==> src/source/mul_pkg.sv <==
package mul_pkg;

    // operand and product widths
    localparam int xlen = 32;
    localparam int prod_w = 2 * xlen;

    // tag field widths
    localparam int preg_w = 7;
    localparam int rs_w = 7;

    // register stages from operand capture to final product
    // capture, four compressor stages, final adder
    localparam int pipe_depth = 6;

    // queue must hold every operation the pipeline can have in flight
    localparam int result_depth = pipe_depth + 2;

    localparam int queue_ptr_w = $clog2(result_depth);

    // credit count reaches result_depth itself
    localparam int credit_w = $clog2(result_depth + 1);

    // travels beside the data from issue to result bus
    typedef struct packed {
        logic [preg_w-1:0] phys_addr;
        logic [rs_w-1:0]   rs_addr;
        logic [xlen-1:0]   pc;
    } mul_tag_t;

endpackage

==> src/source/mul_result_if.sv <==
`timescale 1ns/1ps

interface mul_result_if import mul_pkg::*; ();

    // one-cycle pulse per finished product
    logic              valid;
    logic [prod_w-1:0] product;
    mul_tag_t          tag;

    modport producer (
        output valid,
        output product,
        output tag
    );

    // no ready, credits guarantee a free slot
    modport consumer (
        input valid,
        input product,
        input tag
    );

endinterface

==> src/source/mul_operand_capture.sv <==
`timescale 1ns/1ps

module mul_operand_capture import mul_pkg::*; (
    input  logic                        clk,
    input  logic                        rst,
    input  logic                        issue_req,
    output logic                        issue_ack,
    input  logic [xlen-1:0]             issue_a,
    input  logic [xlen-1:0]             issue_b,
    input  mul_tag_t                    issue_tag,
    input  logic                        has_space,
    output logic                        accept,
    output logic [xlen-1:0][prod_w-1:0] rows,
    output logic                        valid,
    output mul_tag_t                    tag
);

    logic [xlen-1:0] a_q;
    logic [xlen-1:0] b_q;
    mul_tag_t        tag_q;

    // new request, previous handshake finished, queue has room
    assign accept = issue_req && !issue_ack && has_space;

    always_ff @(posedge clk or posedge rst) begin
        if (rst) begin
            issue_ack <= 1'b0;
            valid <= 1'b0;
        end else begin
            valid <= accept;
            if (accept) begin
                issue_ack <= 1'b1;
            end else if (!issue_req) begin
                issue_ack <= 1'b0;
            end
        end
    end

    // stage 0 operand registers
    always_ff @(posedge clk) begin
        if (accept) begin
            a_q <= issue_a;
            b_q <= issue_b;
            tag_q <= issue_tag;
        end
    end

    assign tag = tag_q;

    // row i is A shifted by i where bit i of B is set
    always_comb begin
        for (int i = 0; i < xlen; i++) begin
            if (b_q[i]) begin
                rows[i] = {{(prod_w - xlen){1'b0}}, a_q} << i;
            end else begin
                rows[i] = '0;
            end
        end
    end

endmodule

==> src/source/mul_compress_stage.sv <==
`timescale 1ns/1ps

module mul_compress_stage import mul_pkg::*; #(
    parameter int n_in = 32
) (
    input  logic                          clk,
    input  logic                          rst,
    input  logic [n_in-1:0][prod_w-1:0]   in_rows,
    input  logic                          in_valid,
    input  mul_tag_t                      in_tag,
    output logic [n_in/2-1:0][prod_w-1:0] out_rows,
    output logic                          out_valid,
    output mul_tag_t                      out_tag
);

    logic [n_in/2-1:0][prod_w-1:0] next_rows;

    // each group of four rows becomes a sum row and a carry row
    for (genvar g = 0; g < n_in / 4; g++) begin : gen_group
        logic [prod_w-1:0] r0;
        logic [prod_w-1:0] r1;
        logic [prod_w-1:0] r2;
        logic [prod_w-1:0] r3;
        logic [prod_w-1:0] s1;
        logic [prod_w-1:0] c1;

        assign r0 = in_rows[4*g];
        assign r1 = in_rows[4*g+1];
        assign r2 = in_rows[4*g+2];
        assign r3 = in_rows[4*g+3];

        // first 3:2 level
        assign s1 = r0 ^ r1 ^ r2;
        assign c1 = ((r0 & r1) | (r1 & r2) | (r0 & r2)) << 1;

        // second level folds in the fourth row
        assign next_rows[2*g] = s1 ^ c1 ^ r3;
        assign next_rows[2*g+1] = ((s1 & c1) | (c1 & r3) | (s1 & r3)) << 1;
    end

    always_ff @(posedge clk or posedge rst) begin
        if (rst) begin
            out_valid <= 1'b0;
        end else begin
            out_valid <= in_valid;
        end
    end

    always_ff @(posedge clk) begin
        out_rows <= next_rows;
        out_tag <= in_tag;
    end

endmodule

==> src/source/mul_final_add.sv <==
`timescale 1ns/1ps

module mul_final_add import mul_pkg::*; (
    input  logic                     clk,
    input  logic                     rst,
    input  logic [1:0][prod_w-1:0]   in_rows,
    input  logic                     in_valid,
    input  mul_tag_t                 in_tag,
    mul_result_if.producer           res
);

    logic [prod_w-1:0] sum;

    // carry-propagate add of the last sum and carry rows
    assign sum = in_rows[0] + in_rows[1];

    always_ff @(posedge clk or posedge rst) begin
        if (rst) begin
            res.valid <= 1'b0;
        end else begin
            res.valid <= in_valid;
        end
    end

    always_ff @(posedge clk) begin
        res.product <= sum;
        res.tag <= in_tag;
    end

endmodule

==> src/source/mul_result_queue.sv <==
`timescale 1ns/1ps

module mul_result_queue import mul_pkg::*; (
    input  logic              clk,
    input  logic              rst,
    mul_result_if.consumer    res,
    input  logic              accept,
    output logic              has_space,
    output logic              result_req,
    input  logic              result_ack,
    output logic [prod_w-1:0] result_product,
    output mul_tag_t          result_tag
);

    typedef enum logic [1:0] {
        st_idle,
        st_req,
        st_release
    } hs_state_t;

    logic [prod_w-1:0]      prod_mem [result_depth];
    mul_tag_t               tag_mem [result_depth];
    logic [queue_ptr_w-1:0] wr_ptr;
    logic [queue_ptr_w-1:0] rd_ptr;
    logic [credit_w-1:0]    held;
    logic [credit_w-1:0]    credits;
    hs_state_t              state;
    logic                   pop;

    // entry leaves once the consumer has dropped ack
    assign pop = (state == st_release) && !result_ack;
    assign result_req = (state == st_req);

    // held entries plus operations still in the pipeline
    assign has_space = credits < credit_w'(result_depth);

    always_ff @(posedge clk) begin
        if (res.valid) begin
            prod_mem[wr_ptr] <= res.product;
            tag_mem[wr_ptr] <= res.tag;
        end
    end

    // head entry, stable until pop
    assign result_product = prod_mem[rd_ptr];
    assign result_tag = tag_mem[rd_ptr];

    always_ff @(posedge clk or posedge rst) begin
        if (rst) begin
            wr_ptr <= '0;
            rd_ptr <= '0;
            held <= '0;
            credits <= '0;
        end else begin
            if (res.valid) begin
                if (wr_ptr == queue_ptr_w'(result_depth - 1)) begin
                    wr_ptr <= '0;
                end else begin
                    wr_ptr <= wr_ptr + 1'b1;
                end
            end
            if (pop) begin
                if (rd_ptr == queue_ptr_w'(result_depth - 1)) begin
                    rd_ptr <= '0;
                end else begin
                    rd_ptr <= rd_ptr + 1'b1;
                end
            end
            held <= held + credit_w'(res.valid) - credit_w'(pop);
            credits <= credits + credit_w'(accept) - credit_w'(pop);
        end
    end

    // four-phase output handshake
    always_ff @(posedge clk or posedge rst) begin
        if (rst) begin
            state <= st_idle;
        end else begin
            case (state)
                st_idle: begin
                    if (held != '0 && !result_ack) begin
                        state <= st_req;
                    end
                end
                st_req: begin
                    if (result_ack) begin
                        state <= st_release;
                    end
                end
                st_release: begin
                    if (!result_ack) begin
                        state <= st_idle;
                    end
                end
                default: begin
                    state <= st_idle;
                end
            endcase
        end
    end

endmodule

==> src/source/mul_unit_top.sv <==
`timescale 1ns/1ps

module mul_unit_top import mul_pkg::*; (
    input  logic              clk,
    input  logic              rst,
    input  logic              issue_req,
    output logic              issue_ack,
    input  logic [xlen-1:0]   issue_a,
    input  logic [xlen-1:0]   issue_b,
    input  logic [preg_w-1:0] issue_phys_addr,
    input  logic [rs_w-1:0]   issue_rs_addr,
    input  logic [xlen-1:0]   issue_pc,
    output logic              result_req,
    input  logic              result_ack,
    output logic [prod_w-1:0] result_product,
    output logic [preg_w-1:0] result_phys_addr,
    output logic [rs_w-1:0]   result_rs_addr,
    output logic [xlen-1:0]   result_pc
);

    mul_tag_t issue_tag;
    mul_tag_t result_tag;
    logic     accept;
    logic     has_space;

    logic [xlen-1:0][prod_w-1:0]   rows_s0;
    logic [xlen/2-1:0][prod_w-1:0] rows_s1;
    logic [xlen/4-1:0][prod_w-1:0] rows_s2;
    logic [xlen/8-1:0][prod_w-1:0] rows_s3;
    logic [1:0][prod_w-1:0]        rows_s4;
    logic     valid_s0, valid_s1, valid_s2, valid_s3, valid_s4;
    mul_tag_t tag_s0, tag_s1, tag_s2, tag_s3, tag_s4;

    assign issue_tag = '{phys_addr: issue_phys_addr, rs_addr: issue_rs_addr, pc: issue_pc};

    assign result_phys_addr = result_tag.phys_addr;
    assign result_rs_addr = result_tag.rs_addr;
    assign result_pc = result_tag.pc;

    mul_result_if res_if ();

    mul_operand_capture capture_i (
        .clk       (clk),
        .rst       (rst),
        .issue_req (issue_req),
        .issue_ack (issue_ack),
        .issue_a   (issue_a),
        .issue_b   (issue_b),
        .issue_tag (issue_tag),
        .has_space (has_space),
        .accept    (accept),
        .rows      (rows_s0),
        .valid     (valid_s0),
        .tag       (tag_s0)
    );

    // 32 -> 16 -> 8 -> 4 -> 2 rows
    mul_compress_stage #(.n_in(xlen)) compress_1_i (
        .clk(clk), .rst(rst),
        .in_rows(rows_s0), .in_valid(valid_s0), .in_tag(tag_s0),
        .out_rows(rows_s1), .out_valid(valid_s1), .out_tag(tag_s1)
    );

    mul_compress_stage #(.n_in(xlen/2)) compress_2_i (
        .clk(clk), .rst(rst),
        .in_rows(rows_s1), .in_valid(valid_s1), .in_tag(tag_s1),
        .out_rows(rows_s2), .out_valid(valid_s2), .out_tag(tag_s2)
    );

    mul_compress_stage #(.n_in(xlen/4)) compress_3_i (
        .clk(clk), .rst(rst),
        .in_rows(rows_s2), .in_valid(valid_s2), .in_tag(tag_s2),
        .out_rows(rows_s3), .out_valid(valid_s3), .out_tag(tag_s3)
    );

    mul_compress_stage #(.n_in(xlen/8)) compress_4_i (
        .clk(clk), .rst(rst),
        .in_rows(rows_s3), .in_valid(valid_s3), .in_tag(tag_s3),
        .out_rows(rows_s4), .out_valid(valid_s4), .out_tag(tag_s4)
    );

    mul_final_add final_add_i (
        .clk      (clk),
        .rst      (rst),
        .in_rows  (rows_s4),
        .in_valid (valid_s4),
        .in_tag   (tag_s4),
        .res      (res_if.producer)
    );

    mul_result_queue result_queue_i (
        .clk            (clk),
        .rst            (rst),
        .res            (res_if.consumer),
        .accept         (accept),
        .has_space      (has_space),
        .result_req     (result_req),
        .result_ack     (result_ack),
        .result_product (result_product),
        .result_tag     (result_tag)
    );

endmodule

==> config.mk <==
export PLATFORM = sky130hd
export DESIGN_NAME = mul_unit_top
export DESIGN_NICKNAME = d
export VERILOG_FILES = /design/src/source/mul_pkg.sv /design/src/source/mul_result_if.sv /design/src/source/mul_operand_capture.sv /design/src/source/mul_compress_stage.sv /design/src/source/mul_final_add.sv /design/src/source/mul_result_queue.sv /design/src/source/mul_unit_top.sv
export SDC_FILE = /design/constraint.sdc
export NUM_CORES = 2
export LEC_CHECK = 0
export ABC_CLOCK_PERIOD_IN_PS = 9180
export BUFFER_PORTS_ARGS = -buffer_cell sky130_fd_sc_hd__clkbuf_2
export CAP_MARGIN = 30
export CORE_MARGIN = 1
export CORE_UTILIZATION = 25
export DETAILED_ROUTE_END_ITERATION = 6
export GPL_ROUTABILITY_DRIVEN = 1
export PLACE_DENSITY = 0.45
export SLEW_MARGIN = 20
export SYNTH_ARGS = -nofsm -noshare
export SYNTH_HDL_FRONTEND = slang
export SYNTH_SLANG_ARGS = --single-unit
==> constraint.sdc <==
create_clock -name clk -period 9.18 [get_ports clk]
set_input_delay 1.836 -clock clk [delete_from_list [all_inputs] [get_ports clk]]
set_output_delay 1.836 -clock clk [all_outputs]
set_load 0.02 [all_outputs]
Yosys cells after proc, flatten, opt, wreduce, memory -nomap -nowiden. Memories as Yosys holds them, arrays and structs flattened. Cells that the tools add are included.

Bits in writable memories: 880. Bits of input ports: 114. Memories kept: 2. Output and inout port bits: 112. Register bits after elaboration: 2332. Logic and storage cells: 342.

Memory list: result_queue_i.prod_mem (depth 8, width 64, rd ports 1, clocked after memory_dff 0, write ports 1, RTL line mul_result_queue.sv:21) `logic [prod_w-1:0] prod_mem [result_depth];`; result_queue_i.tag_mem (depth 8, width 46, rd ports 1, clocked after memory_dff 0, write ports 1, RTL line mul_result_queue.sv:22) `mul_tag_t tag_mem [result_depth];`.

$lt $le $gt $ge: 1. Reduce and logical (&&, ||, !) cells: 9. Eq/ne operators: 8. Mux-type cells: 42. Add/sub/neg operators: 7. Bitwise operators: 210.

Operators with widths (count): 63-bit bitwise AND (52); 63-bit bitwise OR (52); 64-bit bitwise XOR (36); 63-bit by 35-bit bitwise AND with 63-bit output (2); 63-bit by 39-bit bitwise AND with 63-bit output (2); 63-bit by 43-bit bitwise AND with 63-bit output (2); 63-bit by 47-bit bitwise AND with 63-bit output (2); 63-bit by 51-bit bitwise AND with 63-bit output (2); 63-bit by 55-bit bitwise AND with 63-bit output (2); 63-bit by 59-bit bitwise AND with 63-bit output (2); 64-bit adder (1); 64-bit by 35-bit bitwise XOR with 64-bit output (1); 64-bit by 39-bit bitwise XOR with 64-bit output (1); 64-bit by 43-bit bitwise XOR with 64-bit output (1); 64-bit by 47-bit bitwise XOR with 64-bit output (1); 64-bit by 51-bit bitwise XOR with 64-bit output (1); 64-bit by 55-bit bitwise XOR with 64-bit output (1); 64-bit by 59-bit bitwise XOR with 64-bit output (1); 64-bit by 63-bit bitwise XOR with 64-bit output (1); 63-bit 2-to-1 mux (1); 63-bit by 34-bit bitwise OR with 63-bit output (1); 63-bit by 38-bit bitwise OR with 63-bit output (1); 63-bit by 42-bit bitwise OR with 63-bit output (1); 63-bit by 46-bit bitwise OR with 63-bit output (1); 93 further kinds (109).

Longest topological paths before layout.
Word-level depth: 7. Gate-level depth with buffers: 12. Mapped depth without buffers: 12.

Modules after synthesis. Synthesis repeated with hierarchy kept, for this count alone.

Cells, all modules: 8424. Area total of the unflattened synthesis: 138893.2 um^2.

By module, submodules not included: mul_compress_stage at compress_1_i (cells an instance 2105, times used 1, sequential area each 21285.4 um^2, area an instance 41792.6 um^2); mul_result_queue (cells an instance 1361, times used 1, sequential area each 26825.7 um^2, area an instance 34076.4 um^2); mul_compress_stage at compress_2_i (cells an instance 1077, times used 1, sequential area each 11115.7 um^2, area an instance 21373.0 um^2); mul_operand_capture (cells an instance 2356, times used 1, sequential area each 3353.2 um^2, area an instance 18472.7 um^2); mul_compress_stage at compress_3_i (cells an instance 563, times used 1, sequential area each 6030.8 um^2, area an instance 11163.2 um^2); mul_compress_stage at compress_4_i (cells an instance 306, times used 1, sequential area each 3488.3 um^2, area an instance 6058.3 um^2); mul_final_add (cells an instance 656, times used 1, sequential area each 2227.1 um^2, area an instance 5957.0 um^2).

Worst setup path before layout. Ideal clock, no wire load.

Path kind: input-to-reg. Start: in issue_req. End: reg result_queue_i.credits[2]. Slack: -2.371 ns. Buffers on the path: 0. Data required time: 9.057 ns. Arrival time: 11.428 ns. Library setup time: 0.123 ns. Stages on the path: 5. Cell sequence: nor3b_1 -> ha_1 -> inv_1 -> fa_1 -> xnor2_1.

Longest elaborated chain between the ends: 4.

Ends and longest elaborated chain: start, declared (RTL line mul_unit_top.sv:6) `input logic issue_req,`; 1-bit logical AND (2 in a row) (RTL line mul_operand_capture.sv:23) `assign accept = issue_req && !issue_ack && has_space;`; 4-bit by 1-bit adder with 4-bit output (RTL line mul_result_queue.sv:70) `credits <= credits + credit_w'(accept) - credit_w'(pop);`; 4-bit by 1-bit subtractor with 4-bit output (RTL line mul_result_queue.sv:70); end signal, assigned (RTL line mul_result_queue.sv:70); end, declared (RTL line mul_result_queue.sv:26) `logic [credit_w-1:0] credits;`.

Every way passes these cells. A chain may end at the register's enable or synchronous reset.

Worst setup path in the final report.
Start: reg result_queue_i.rd_ptr[0]. End: out result_product[19].

Longest elaborated chain between the ends: 1.

Ends and longest elaborated chain: start, declared (RTL line mul_result_queue.sv:24) `logic [queue_ptr_w-1:0] rd_ptr;`; start signal, assigned (RTL line mul_result_queue.sv:66) `rd_ptr <= rd_ptr + 1'b1;`; memory read 8 x 64 bit; end, declared (RTL line mul_unit_top.sv:15) `output logic [prod_w-1:0] result_product,`.

Every way passes these cells.

==> flow_metrics.py <==
metrics = {
    "setup_path": {
        "cp_max_fo": 38,
        "cp.buffers_inverters": 3,
        "worst_setup_path_start_kind": "register",
        "cp.depth": 5,
        "r2r_cells": 12,
        "cp.required_ns": 7.34,
        "cp_top_family": "buffers and inverters",
        "critPathArrivalTime_ns": 4.22,
        "r2r-end": "final_add_i.res.product[61]$_DFF_P_",
        "cp_slowest_cell": "dfrtp_4",
        "worstSetupPathType": "register to primary output",
        "crit_path_end_kind": "primary output",
        "path_cells": "buf_4 > buf_4 > mux4_2 > mux2_2 > clkbuf_2",
        "worstReg2RegStart": "compress_4_i.out_rows[9]$_DFF_P_",
        "critPathLaunch": "result_queue_i.rd_ptr[0]$_DFFE_PP0P_",
        "path_common_cell": "buf_4",
        "ff2ff_setup_slack_ns": 5.95,
        "endpoint": "result_product[19]",
        "cpPeakStageDelay_ns": 0.89,
    },
    "logic_synthesis": {
        "synth_area_um2": 96100,
        "synth_edf_count": 990,
        "syn_inst": 5698,
        "synth_seq_cells": 2436,
        "ys.flop_type": "dfxtp_1",
        "syn_nets": 6910,
        "synthSimpleGateAreaFrac_pct": 7.47,
        "yosysWarnings": 0,
        "synth_compound_area_share_pct": 1.44,
        "synth_mux_area_share_pct": 6.49,
        "ys_seq_area_share_pct": 61.2,
        "synth-xor-area-share_pct": 0.510,
        "ys_types": 60,
        "synth_top_family_by_area": "adder cells",
        "syn_area_per_cell_um2": 16.9,
        "synth-async-reset-ratio_pct": 0.944,
        "synth_fa_ha_area_share_pct": 21.4,
    },
    "finish": {
        "fillers": 37700,
        "fin_cells": 11300,
        "multi_input_comb_area_um2": 35900,
        "area_delta_synth_final_pct": 17.8,
        "final_nets": 7250,
        "drive_gt1_share_pct": 18.1,
        "register_area_um2": 58800,
    },
    "sta": {
        "timing.fmax_mhz": 165,
        "tns_ns": 0,
        "rsz0062_at_grt": "false",
        "hold_viol": 0,
        "whs_ns": 0.314,
        "period_share_pct": 65.9,
        "setup_viol": 0,
        "slew_headroom_pct": 32.0,
        "finalMaxSlewViolations": 0,
        "finClkSkew_ns": 0.0592,
        "tightestPinTransition_ns": 1.02,
        "fin_crit_ns": 6.05,
    },
    "placed_design": {
        "dp_cells": 10800,
        "io_buffer_count": 225,
        "gp_congestion": 0.742,
        "hpwl_um": 147000,
    },
    "power": {
        "cellLeakagePower_nw": 43.0,
        "peakVddDrop_mv": 0.169,
        "p_per_area_nw_per_um2": 358,
        "design_power_total_mw": 40.5,
        "swShare_pct": 33.1,
        "switchingPower_mw": 13.4,
        "pwr-share-clk_pct": 28.7,
        "power.internal_mw": 27.1,
        "combPwrFrac_pct": 30.1,
        "p_seq_share_pct": 41.2,
    },
    "detailed_routing": {
        "via_per_inst": 4.02,
        "wirelength_um": 231000,
        "drtIter0Drc": 2235,
        "antenna_left": 0,
        "drc": 0,
        "wl_per_cell_um": 20.4,
        "drt_pass1_iterations": 7,
        "via_count": 45500,
    },
    "global_route": {
        "grt_pass1_vias": 52000,
        "antenna_found_initial": 29,
        "grt_start_max_net_pins": 130,
        "globalRouteOverflowTotal": 0,
        "track_usage_pct": 12.0,
        "grt_pass1_wl_um": 347000,
    },
    "clocking": {
        "h-tree-depth": 5,
        "cts.sinks": 2436,
        "ctsResizeCount": 0,
        "cts_hold_buf": 0,
        "clkLatencyLatePin_ns": 0.90,
        "cts.path.max_buffers": 4,
        "cts_buffers": 288,
        "cts_tree": "built",
        "clockRootBuffer": "clkbuf_16",
        "clk_pin_slew_ns": 0.06,
        "postCtsSetupBuffers": 0,
    },
    "status": {
        "status": "completed",
    },
    "worst_hold_path": {
        "min_path_cells": 0,
        "hp-class": "register to register",
    },
    "die": {
        "rows": 227,
        "die_x_um": 622,
        "io-pin-count": 226,
        "initial_utilization_pct": 25.1,
        "core_um2": 382000,
        "die_y_um": 622,
        "die_area_um2": 387000,
    },
    "job": {
        "max-cap-violations": 0,
    },
}
cell families (layout without fill, tap and decap cells):
| kind of cell | after synthesis | in the layout |
|---|---|---|
| AOI/OAI and AO/OA | 208 | 208 |
| xor gates and xnor gates | 56 | 56 |
| adders and majority gates | 1098 | 1098 |
| buffers and inverters | 380 | 952 |
| DFF | 2436 | 2436 |
| muxes | 334 | 334 |
| other | 0 | 12 |
| and+or+nand+nor | 1186 | 1186 |
registers in the layout, indices dropped and copies added (netlist names), 4 cells and up:
name,count
compress_1_i.out_rows,536
result_queue_i.prod_mem,512
result_queue_i.tag_mem,368
compress_2_i.out_rows,296
compress_3_i.out_rows,178
compress_4_i.out_rows,119
final_add_i.res.product,64
capture_i.tag,46
compress_1_i.out_tag,46
compress_2_i.out_tag,46
compress_3_i.out_tag,46
compress_4_i.out_tag,46
final_add_i.res.tag,46
capture_i.a_q,32
capture_i.b_q,32
result_queue_i.credits,4
result_queue_i.held,4
worst min-delay path by stage:
stage / start / endpoint
final: compress_4_i.out_rows[2]$_DFF_P_ / final_add_i.res.product[2]$_DFF_P_
after global routing: compress_1_i.out_rows[794]$_DFF_P_ / compress_2_i.out_rows[410]$_DFF_P_
after CTS: compress_1_i.out_rows[794]$_DFF_P_ / compress_2_i.out_rows[410]$_DFF_P_
after detailed placement: compress_2_i.out_tag[20]$_DFF_P_ / compress_3_i.out_tag[20]$_DFF_P_
after global placement: compress_4_i.out_tag[35]$_DFF_P_ / final_add_i.res.tag[35]$_DFF_P_
after floorplan: compress_1_i.out_rows[0]$_SDFF_PN0_ / compress_2_i.out_rows[0]$_DFF_P_
final cells by class:
type / count / area share, %
Timing Repair Buffer: 324 / 1.70
Tap cell: 5038 / 5.57
Inverter: 106 / 0.352
Clock buffer: 410 / 7.50
Sequential cell: 2436 / 52.0
Multi-Input combinational cell: 2882 / 31.7
Clock inverter: 112 / 1.15
Antenna cell: 12 / 0.0265
placed cells by master, fill, tap and decap left out, types with 106 or more instances in the layout:
master | synthesis | layout
inv_1 | 106 | 106
fa_1 | 907 | 907
edfxtp_1 | 990 | 990
clkbuf_2 | 0 | 225
mux4_2 | 220 | 220
ha_1 | 191 | 191
mux2_2 | 114 | 114
and2_1 | 1027 | 1027
clkbuf_16 | 0 | 305
dfxtp_1 | 1423 | 1423
Yosys cell counts, types with 2 or more instances:
cell         n  area [µm²]
a211oi_1     5        37.5
a211oi_2     2        25.0
a21boi_0     4        30.0
a21o_1      26         195
a21oi_1     70         350
a21oi_2      4        35.0
a221oi_1     2        17.5
a31oi_1      4        25.0
a41oi_1      3        26.3
and2_1    1027        6420
and3_1       4        25.0
buf_1        5        18.8
buf_2       23         115
clkbuf_1   245         920
dfrtp_1     23         576
dfxtp_1   1423       28500
edfxtp_1   990       29700
fa_1       907       18200
ha_1       191        2390
inv_1      106         398
mux2_2     114        1280
mux4_2     220        4950
nand2_1     46         173
nand2b_1     5        31.3
nand3_1     11        55.1
nand3b_1     2        15.0
nand4_1     18         113
nor2_1      41         154
nor2b_1     11        68.8
nor3_1      16        80.1
nor4_1       2        12.5
o211ai_1     3        22.5
o21a_1       9        67.6
o21ai_0     26         130
o21ai_1     12        60.1
o21bai_1    15         113
o31a_1       2        17.5
o31ai_1      4        30.0
o41ai_2      2        32.5
xnor2_1     37         324
xor2_1      19         166
metal layers:
metal / GRT usage, % / vias to the layer above / share of wire [%]
met1: 16.1 / 24200 / 46
li1: - / 20100 / -
met2: 19.4 / 853 / 47
met5: 0 / - / 0.042
met3: 2.42 / 334 / 5.0
met4: 3.40 / 18 / 2.4
stage by stage:
step / utilization [%] / setup WS [ns] / area (µm²)
6_report: 29.6 / 3.13 / 113000
5_1_grt: 29.6 / 2.74 / 113000
4_1_cts: 29.6 / 2.83 / 113000
3_5_place_dp: 27.0 / 3.86 / 103000
3_3_place_gp: 27.0 / 3.88 / 103000
2_1_floorplan: - / 0.456 / 96100
power by group through the flow:
| stage | clock, mW | combinational (mW) | sequential, mW |
|---|---|---|---|
| floorplan | 0 | 8.19 | 16.2 |
| global route | 12.5 | 14.0 | 17.1 |
| CTS | 12.1 | 12.7 | 16.8 |
| detailed placement | 0 | 12.6 | 17.0 |
| finish | 11.6 | 12.2 | 16.7 |
| global placement | 0 | 12.5 | 17.0 |
No activity file was read; power rests on OpenSTA's default activity.
